--- src/hw/img_path_pkg.sv ---
//------------------------------
// Image path register map
// Word indices, bus types and fixed read values
//------------------------------
`default_nettype none

package img_path_pkg;

    //------------------------------
    // Bus and payload types
    //------------------------------
    // One AXI-lite data word
    typedef logic [31:0] reg_data_t;
    // Word index taken from the byte address
    typedef logic [7:0]  reg_idx_t;
    // Frame address for the DMA pool, built from two words
    typedef logic [63:0] pool_addr_t;
    // Pending interrupt count of one DMA channel
    typedef logic [4:0]  int_cnt_t;

    // Index field position inside the byte address
    localparam int REG_IDX_LSB = 2;
    localparam int REG_IDX_MSB = 9;

    //------------------------------
    // Register indices
    //------------------------------
    // Bit 0 path reset, bit 4 sensor output enable
    localparam reg_idx_t IDX_PATH_RST  = 8'h00;
    // Read only, bit 0 clock lock, bit 1 alignment error
    localparam reg_idx_t IDX_LINK_STAT = 8'h08;
    // Bit 0 DMA enable
    localparam reg_idx_t IDX_DMA_CTRL  = 8'he0;
    // Bit 0 pool flush
    localparam reg_idx_t IDX_POOL_CTRL = 8'hf0;
    // Low and high halves of one pool address
    localparam reg_idx_t IDX_POOL_LO   = 8'hf1;
    localparam reg_idx_t IDX_POOL_HI   = 8'hf2;
    // Channel n interrupt register sits at base plus n
    localparam reg_idx_t IDX_INT_BASE  = 8'hf8;

    // Words per pool address
    localparam int POOL_WORDS = 2;

    // Fixed response code and unmapped read value
    localparam logic [1:0] RESP_OKAY   = 2'b00;
    localparam reg_data_t  RD_UNMAPPED = 32'hffff_ffff;

endpackage

`default_nettype wire
--- src/hw/img_path_regs.sv ---
//------------------------------
// Image path register block
// AXI-lite slave for sensor and DMA control
//------------------------------
`timescale 1ns/1ns
`default_nettype none

module img_path_regs
    import img_path_pkg::*;
#(
    parameter int NUM_CH = 2
) (
    input  wire                    s_axi_aclk,
    input  wire                    reg_rst,
    //------------------------------
    // AXI-lite slave
    //------------------------------
    input  reg_data_t              s_axi_awaddr_i,
    input  logic                   s_axi_awvalid_i,
    output logic                   s_axi_awready_o,
    input  reg_data_t              s_axi_wdata_i,
    // Byte strobes ignored, full word writes only
    input  logic [3:0]             s_axi_wstrb_i,
    input  logic                   s_axi_wvalid_i,
    output logic                   s_axi_wready_o,
    output logic [1:0]             s_axi_bresp_o,
    output logic                   s_axi_bvalid_o,
    input  logic                   s_axi_bready_i,
    input  reg_data_t              s_axi_araddr_i,
    input  logic                   s_axi_arvalid_i,
    output logic                   s_axi_arready_o,
    output reg_data_t              s_axi_rdata_o,
    output logic [1:0]             s_axi_rresp_o,
    output logic                   s_axi_rvalid_o,
    input  logic                   s_axi_rready_i,
    //------------------------------
    // Image path controls
    //------------------------------
    output logic                   im_rst_o,
    output logic                   im_oe_o,
    output logic                   dma_en_o,
    output logic                   addr_pool_flush_o,
    output logic [POOL_WORDS-1:0]  addr_pool_push_o,
    output pool_addr_t             addr_pool_din_o,
    output logic [NUM_CH-1:0]      dma_int_clr_o,
    // Image path status
    input  logic                   mmcm_locked_i,
    input  logic                   align_err_i,
    input  int_cnt_t [NUM_CH-1:0]  dma_int_cnt_i
);

    // Write needs address and data valid together
    logic we_lvl;
    logic we_pulse;
    logic re_pulse;

    assign we_lvl = s_axi_awvalid_i & s_axi_wvalid_i;

    // Both write readies share the one strobe
    assign s_axi_awready_o = we_pulse;
    assign s_axi_wready_o  = we_pulse;
    assign s_axi_arready_o = re_pulse;

    // No error responses
    assign s_axi_bresp_o = RESP_OKAY;
    assign s_axi_rresp_o = RESP_OKAY;

    //------------------------------
    // Write and read channels
    //------------------------------
    axil_strobe_chan u_wr_chan (
        .s_axi_aclk   (s_axi_aclk),
        .reg_rst      (reg_rst),
        .req_i        (we_lvl),
        .resp_ready_i (s_axi_bready_i),
        .req_pulse_o  (we_pulse),
        .resp_valid_o (s_axi_bvalid_o)
    );

    axil_strobe_chan u_rd_chan (
        .s_axi_aclk   (s_axi_aclk),
        .reg_rst      (reg_rst),
        .req_i        (s_axi_arvalid_i),
        .resp_ready_i (s_axi_rready_i),
        .req_pulse_o  (re_pulse),
        .resp_valid_o (s_axi_rvalid_o)
    );

    //------------------------------
    // Register file
    //------------------------------
    img_path_ctrl_regs #(
        .NUM_CH (NUM_CH)
    ) u_ctrl_regs (
        .s_axi_aclk        (s_axi_aclk),
        .reg_rst           (reg_rst),
        .we_lvl_i          (we_lvl),
        .we_pulse_i        (we_pulse),
        .awaddr_i          (s_axi_awaddr_i),
        .wdata_i           (s_axi_wdata_i),
        .im_rst_o          (im_rst_o),
        .im_oe_o           (im_oe_o),
        .dma_en_o          (dma_en_o),
        .addr_pool_flush_o (addr_pool_flush_o),
        .addr_pool_push_o  (addr_pool_push_o),
        .addr_pool_din_o   (addr_pool_din_o),
        .dma_int_clr_o     (dma_int_clr_o)
    );

    img_path_readback #(
        .NUM_CH (NUM_CH)
    ) u_readback (
        .s_axi_aclk    (s_axi_aclk),
        .reg_rst       (reg_rst),
        .re_pulse_i    (re_pulse),
        .araddr_i      (s_axi_araddr_i),
        .mmcm_locked_i (mmcm_locked_i),
        .align_err_i   (align_err_i),
        .dma_int_cnt_i (dma_int_cnt_i),
        .rdata_o       (s_axi_rdata_o)
    );

endmodule

`default_nettype wire

--- src/hw/img_path_readback.sv ---
//------------------------------
// Image path status readback
// Read decode of link status and interrupt counts
//------------------------------
`timescale 1ns/1ns
`default_nettype none

module img_path_readback
    import img_path_pkg::*;
#(
    parameter int NUM_CH = 2
) (
    input  wire                    s_axi_aclk,
    input  wire                    reg_rst,
    // Read strobe from the read channel
    input  logic                   re_pulse_i,
    input  reg_data_t              araddr_i,
    // Sensor link status
    input  logic                   mmcm_locked_i,
    input  logic                   align_err_i,
    // Pending interrupt counts, entry n is channel n
    input  int_cnt_t [NUM_CH-1:0]  dma_int_cnt_i,
    output reg_data_t              rdata_o
);

    reg_idx_t  rd_idx;
    reg_data_t rd_sel;

    assign rd_idx = araddr_i[REG_IDX_MSB:REG_IDX_LSB];

    //------------------------------
    // Read mux
    //------------------------------
    always_comb begin
        // Anything not mapped reads as all ones
        rd_sel = RD_UNMAPPED;
        if (rd_idx == IDX_LINK_STAT) begin
            rd_sel    = '0;
            rd_sel[0] = mmcm_locked_i;
            rd_sel[1] = align_err_i;
        end
        // Interrupt counts, zero extended
        for (int n = 0; n < NUM_CH; n++) begin
            if (rd_idx == reg_idx_t'(IDX_INT_BASE + n)) begin
                rd_sel = reg_data_t'(dma_int_cnt_i[n]);
            end
        end
    end

    // Loaded at k+2 together with rvalid rising, then held
    always_ff @(posedge s_axi_aclk or posedge reg_rst) begin
        if (reg_rst) begin
            rdata_o <= '0;
        end else if (re_pulse_i) begin
            rdata_o <= rd_sel;
        end
    end

endmodule

`default_nettype wire

--- src/hw/img_path_ctrl_regs.sv ---
//------------------------------
// Image path control registers
// Write decode into levels, pool words and pulses
//------------------------------
`timescale 1ns/1ns
`default_nettype none

module img_path_ctrl_regs
    import img_path_pkg::*;
#(
    parameter int NUM_CH = 2
) (
    input  wire                    s_axi_aclk,
    input  wire                    reg_rst,
    // Combined write request level and its edge strobe
    input  logic                   we_lvl_i,
    input  logic                   we_pulse_i,
    input  reg_data_t              awaddr_i,
    input  reg_data_t              wdata_i,
    // Sensor and DMA control levels
    output logic                   im_rst_o,
    output logic                   im_oe_o,
    output logic                   dma_en_o,
    output logic                   addr_pool_flush_o,
    // Address pool interface
    output logic [POOL_WORDS-1:0]  addr_pool_push_o,
    output pool_addr_t             addr_pool_din_o,
    // Interrupt clear strobes, one per channel
    output logic [NUM_CH-1:0]      dma_int_clr_o
);

    localparam int WORD_W = $bits(reg_data_t);

    // Word index of the current write
    reg_idx_t                wr_idx;
    // Pool word select, bit 0 low word
    logic [POOL_WORDS-1:0]   pool_hit;
    // Interrupt register select per channel
    logic [NUM_CH-1:0]       int_hit;

    assign wr_idx = awaddr_i[REG_IDX_MSB:REG_IDX_LSB];

    //------------------------------
    // Address decode
    //------------------------------
    assign pool_hit = {wr_idx == IDX_POOL_HI, wr_idx == IDX_POOL_LO};

    always_comb begin
        for (int n = 0; n < NUM_CH; n++) begin
            int_hit[n] = (wr_idx == reg_idx_t'(IDX_INT_BASE + n));
        end
    end

    //------------------------------
    // Level registers
    //------------------------------
    // Written from the request level, so they follow edge k
    always_ff @(posedge s_axi_aclk or posedge reg_rst) begin
        if (reg_rst) begin
            // Image path held in reset until software releases it
            im_rst_o          <= 1'b1;
            im_oe_o           <= 1'b0;
            dma_en_o          <= 1'b0;
            addr_pool_flush_o <= 1'b0;
        end else if (we_lvl_i) begin
            if (wr_idx == IDX_PATH_RST) begin
                im_rst_o <= wdata_i[0];
                im_oe_o  <= wdata_i[4];
            end
            if (wr_idx == IDX_DMA_CTRL) begin
                dma_en_o <= wdata_i[0];
            end
            if (wr_idx == IDX_POOL_CTRL) begin
                addr_pool_flush_o <= wdata_i[0];
            end
        end
    end

    //------------------------------
    // Pool words
    //------------------------------
    // Selected half captured while the request is up
    always_ff @(posedge s_axi_aclk) begin
        for (int w = 0; w < POOL_WORDS; w++) begin
            if (we_lvl_i && pool_hit[w]) begin
                addr_pool_din_o[w*WORD_W +: WORD_W] <= wdata_i;
            end
        end
    end

    //------------------------------
    // Push and clear strobes
    //------------------------------
    // Registered from the write strobe, high in the cycle bvalid rises
    always_ff @(posedge s_axi_aclk or posedge reg_rst) begin
        if (reg_rst) begin
            addr_pool_push_o <= '0;
            dma_int_clr_o    <= '0;
        end else begin
            // One push per written pool word
            addr_pool_push_o <= pool_hit & {POOL_WORDS{we_pulse_i}};
            // Clear only when bit 0 of the data is set
            dma_int_clr_o    <= int_hit & {NUM_CH{we_pulse_i & wdata_i[0]}};
        end
    end

endmodule

`default_nettype wire

--- src/hw/axil_strobe_chan.sv ---
//------------------------------
// AXI-lite strobe channel
// Request edge to ready pulse, held response valid
//------------------------------
`timescale 1ns/1ns
`default_nettype none

module axil_strobe_chan (
    input  wire  s_axi_aclk,
    input  wire  reg_rst,
    // Request level from the master
    input  logic req_i,
    // Master ready for the response
    input  logic resp_ready_i,
    // One-cycle strobe, doubles as the AXI ready
    output logic req_pulse_o,
    // Response valid, held until accepted
    output logic resp_valid_o
);

    // Two delayed copies of the request level
    logic req_d;
    logic req_dd;

    //------------------------------
    // Request edge detect
    //------------------------------
    // First edge sampling the request is k
    // Pulse rises at k+1 and falls at k+2
    always_ff @(posedge s_axi_aclk or posedge reg_rst) begin
        if (reg_rst) begin
            req_d       <= 1'b0;
            req_dd      <= 1'b0;
            req_pulse_o <= 1'b0;
        end else begin
            req_d       <= req_i;
            req_dd      <= req_d;
            // Rising edge only, one strobe per request
            req_pulse_o <= req_d & ~req_dd;
        end
    end

    //------------------------------
    // Response valid
    //------------------------------
    // Set at k+2 from the strobe
    // Cleared only once the master takes it
    always_ff @(posedge s_axi_aclk or posedge reg_rst) begin
        if (reg_rst) begin
            resp_valid_o <= 1'b0;
        end else if (req_pulse_o) begin
            resp_valid_o <= 1'b1;
        end else if (resp_ready_i) begin
            resp_valid_o <= 1'b0;
        end
    end

endmodule

`default_nettype wire

--- config.mk ---
export PLATFORM = sky130hd
export DESIGN_NAME = img_path_regs
export DESIGN_NICKNAME = d
export VERILOG_FILES = /design/src/hw/img_path_pkg.sv /design/src/hw/img_path_regs.sv /design/src/hw/img_path_readback.sv /design/src/hw/img_path_ctrl_regs.sv /design/src/hw/axil_strobe_chan.sv
export SDC_FILE = /design/constraint.sdc
export NUM_CORES = 1
export LEC_CHECK = 0
export BUFFER_PORTS_ARGS = -buffer_cell sky130_fd_sc_hd__buf_2
export CAP_MARGIN = 20
export CORE_MARGIN = 3
export CORE_UTILIZATION = 43
export CTS_CLUSTER_DIAMETER = 120
export DETAILED_ROUTE_END_ITERATION = 8
export PLACE_DENSITY_LB_ADDON = 0.12
export REMOVE_ABC_BUFFERS = 1
export SETUP_SLACK_MARGIN = 0.15
export SLEW_MARGIN = 25
export SYNTH_ARGS = -nofsm -noshare
export SYNTH_HDL_FRONTEND = slang
export SYNTH_SLANG_ARGS = --single-unit
export TNS_END_PERCENT = 20
--- constraint.sdc ---
create_clock -name s_axi_aclk -period 3.2 [get_ports s_axi_aclk]
set_input_delay 0.16 -clock s_axi_aclk [delete_from_list [all_inputs] [get_ports s_axi_aclk]]
set_output_delay 0.16 -clock s_axi_aclk [all_outputs]
set_load 0.02 [all_outputs]
==> flow_metrics.tcl <==
set metrics [dict create \
    fin_util_pct 64.0 \
    cp_top_family "simple AND/OR/NAND/NOR gates" \
    maxCapViolations 0 \
    netlist_area_um2 3110 \
    ios 232 \
    yosysSeqAreaShare_pct 79.5 \
    critPathMaxStageDelay_ns 0.57 \
    wl_per_cell_um 14.4 \
    synth_top_area_share_pct 61.7 \
    cts_sinks 86 \
    seq_power_share_pct 58.1 \
    min_path_type "input pin to flip-flop" \
    sw_frac_of_total_pct 21.3 \
    clkTransAtPathRegs_ns 0.08 \
    rsz0062_at_grt "false" \
    hold_ws_ns 0.0156 \
    post-route-drc-count 0 \
    num_antenna_cells 0 \
    grt_pass1_wl_um 10600 \
    cp_data_arrival_time_ns 1.61 \
    dp_hpwl_um 4970 \
    dieArea_um2 8300 \
    post-cts-setup-buffer-count 0 \
    critPathKind "input pin to flip-flop" \
    required_ns 3.26 \
    routed-wl-met3_um 577 \
    fp-row-count 30 \
    power.switching_w 0.000446 \
    synth_area_leaders "edfxtp_1, dfrtp_1, buf_4, mux2_2, nor2_1" \
    clock_latency_ns 0.35 \
    p_total_w 0.00209 \
    cts_buffers 9 \
    core-area_um2 6910 \
    post-route-period-util_pct 48.6 \
    p_int_w 0.00165 \
    worstHoldStart "s_axi_wdata_i[12]" \
    synthArstFlopShare_pct 25.6 \
    yosys.area.top_type "edfxtp_1" \
    fp.dieW_um 91.1 \
    drv_slew 0 \
    critPathBufInv 2 \
    die_h_um 91.1 \
    status "finished clean" \
    synth.distinct_cells 28 \
    synth_edf_count 64 \
    clkPwrFrac_pct 35.5 \
    viasPerCell 4.53 \
    start_util_pct 45.1 \
    crit_chain "buf_2 > and4bb_2 > nand2_1 > nor2_4 > buf_4" \
    max_freq_mhz 643 \
    ys_ff_latch 86 \
    finalWirelength_um 6830 \
    startpoint "s_axi_awaddr_i[5]" \
    min_period_ns 1.56 \
    ant_nets 0 \
    setup_viol 0 \
    grt_max_degree 29 \
    wl_met2_um 3570 \
    synthCells 182 \
    clk_path_buf_depth 2 \
    max_slew_margin_pct 43.7 \
    hold_viol 0 \
    antenna_found_initial 0 \
    grt_pass1_vias 2121 \
    fin_skew_ns 0.00842 \
    place_congestion 0.763 \
    nets 491 \
    track_usage_pct 16.6 \
    power_density_nw_per_um2 473 \
    cts.root.buffer_cell "clkbuf_8" \
    power_frac_comb_pct 6.4 \
    avgSynthCellArea_um2 17.1 \
    critPathLaunchType "input pin" \
    cts_tree "yes" \
    grt-ovfl-total 0 \
    drt_pre_antenna_iters 4 \
    cp-end-kind "flip-flop" \
    top_layer "met4" \
    synthFlopType "edfxtp_1" \
    leakagePower_nw 1.90 \
    drtIter0Drc 57 \
    critPathSlowestCell "nor2_4" \
    worstMarginPinSlew_ns 0.843 \
    layout-drive-gt1-share_pct 54.4 \
    areaGrowthSynthToFinish_pct 42.0 \
    cp_max_fo 23 \
    htreeDepth 3 \
    port_buffers 175 \
    synth_warnings 0 \
    cts_resized 0 \
    vias 2143 \
    drt-met1-wl_um 2590 \
    r2r-start "u_rd_chan.req_pulse_o" \
    vdd_drop_max_mv 0.277 \
]
final cells by class:
| class | instances | area (µm²) |
|---|---|---|
| clock buffer | 10 | 128 |
| tap | 96 | 120 |
| sequential | 86 | 2470 |
| inverter | 3 | 11.3 |
| clock inverter | 6 | 70.1 |
| fill | 575 | 2480 |
| multi-input combinational | 63 | 413 |
| timing repair buffer | 209 | 1210 |
cells in the final DEF, fill, tap and decap left out, types with 3 or more instances in the layout:
cell type        n
nor2b_1          6
nand3_1          3
clkbuf_8         9
edfxtp_1        64
a221oi_1         3
conb_1           4
nor3_1           5
mux2_2           6
dlygate4sd3_1   30
buf_2          175
inv_1            3
a21oi_1          3
clkinv_4         3
nor2_1          10
o21ai_0          4
buf_4            4
dfrtp_1         21
stage by stage:
stage	setup TNS [ns]	area (µm²)	worst slack, ns	cells
after floorplan	-13.55	2880	-0.643	152
after global placement	0	3920	1.24	427
after detailed placement	0	3920	1.26	427
after CTS	0	4410	1.62	472
after global routing	0	4420	1.56	473
final	0	4420	1.64	473
power groups by stage:
stage | logic (W) | registers (W) | clock network [W]
3_5_place_dp | 0.000107 | 0.00124 | 0
4_1_cts | 0.000135 | 0.00121 | 0.000763
3_3_place_gp | 0.000103 | 0.00124 | 0
2_1_floorplan | 0.0000256 | 0.00125 | 0
6_report | 0.000135 | 0.00121 | 0.000743
5_1_grt | 0.000148 | 0.00122 | 0.000805
synthesized netlist by cell type (3+ instances only):
library cell / count
nor2_1: 12
mux2_2: 6
a221oi_1: 3
dfrtp_1: 21
inv_1: 3
edfxtp_1: 64
nor3_1: 5
o21ai_0: 4
nor2b_1: 6
a21oi_1: 3
buf_4: 31
nand3_1: 3
path summary, 6_finish.rpt:
path | end | slack (ns) | cells past startpoint
worst max-delay path | u_ctrl_regs.addr_pool_din_o[30] | 1.64 | 5
min in group asynchronous | u_readback.rdata_o[2] | 0.53 | 3
worst min register to register | u_rd_chan.req_dd | 0.38 | 0
max in group asynchronous | u_ctrl_regs.dma_int_clr_o[1] | 2.14 | 3
worst min-delay path | u_ctrl_regs.addr_pool_din_o[12] | 0.02 | 1
worst max register to register | u_readback.rdata_o[1] | 1.89 | 2
cells by family after synthesis:
family / after synthesis / synth area share, %
DFF: 86 / 79.5
and+or+nand+nor: 39 / 7.11
buffers and inverters: 36 / 8.12
AOI/OAI and AO/OA: 14 / 3.01
muxes: 6 / 2.17
other: 1 / 0.120
state kept, by name, summed over array words and instances, names as in the netlist, 2 cells and up:
register and cells:
u_ctrl_regs.addr_pool_din_o 64, u_readback.rdata_o 6, u_ctrl_regs.addr_pool_push_o 2, u_ctrl_regs.dma_int_clr_o 2
worst register-to-register path, cell delays in order (launching register included):
cell,delay [ns]
dfrtp_1,0.54
nor4bb_1,0.50
a21oi_1,0.14
layer usage:
layer / vias to the layer above / global-route usage [%]
met5: - / 0
met4: 0 / 5.28
met3: 7 / 4.89
met2: 124 / 29.6
met1: 999 / 19.2
li1: 1013 / -
timing repair:
item / in CTS / in global routing
hold buffers: 29 / 1
endpoints found under the setup margin: 0 / 0
hold endpoints to repair: 74 / 1
Power figures use the tool's default switching activity.
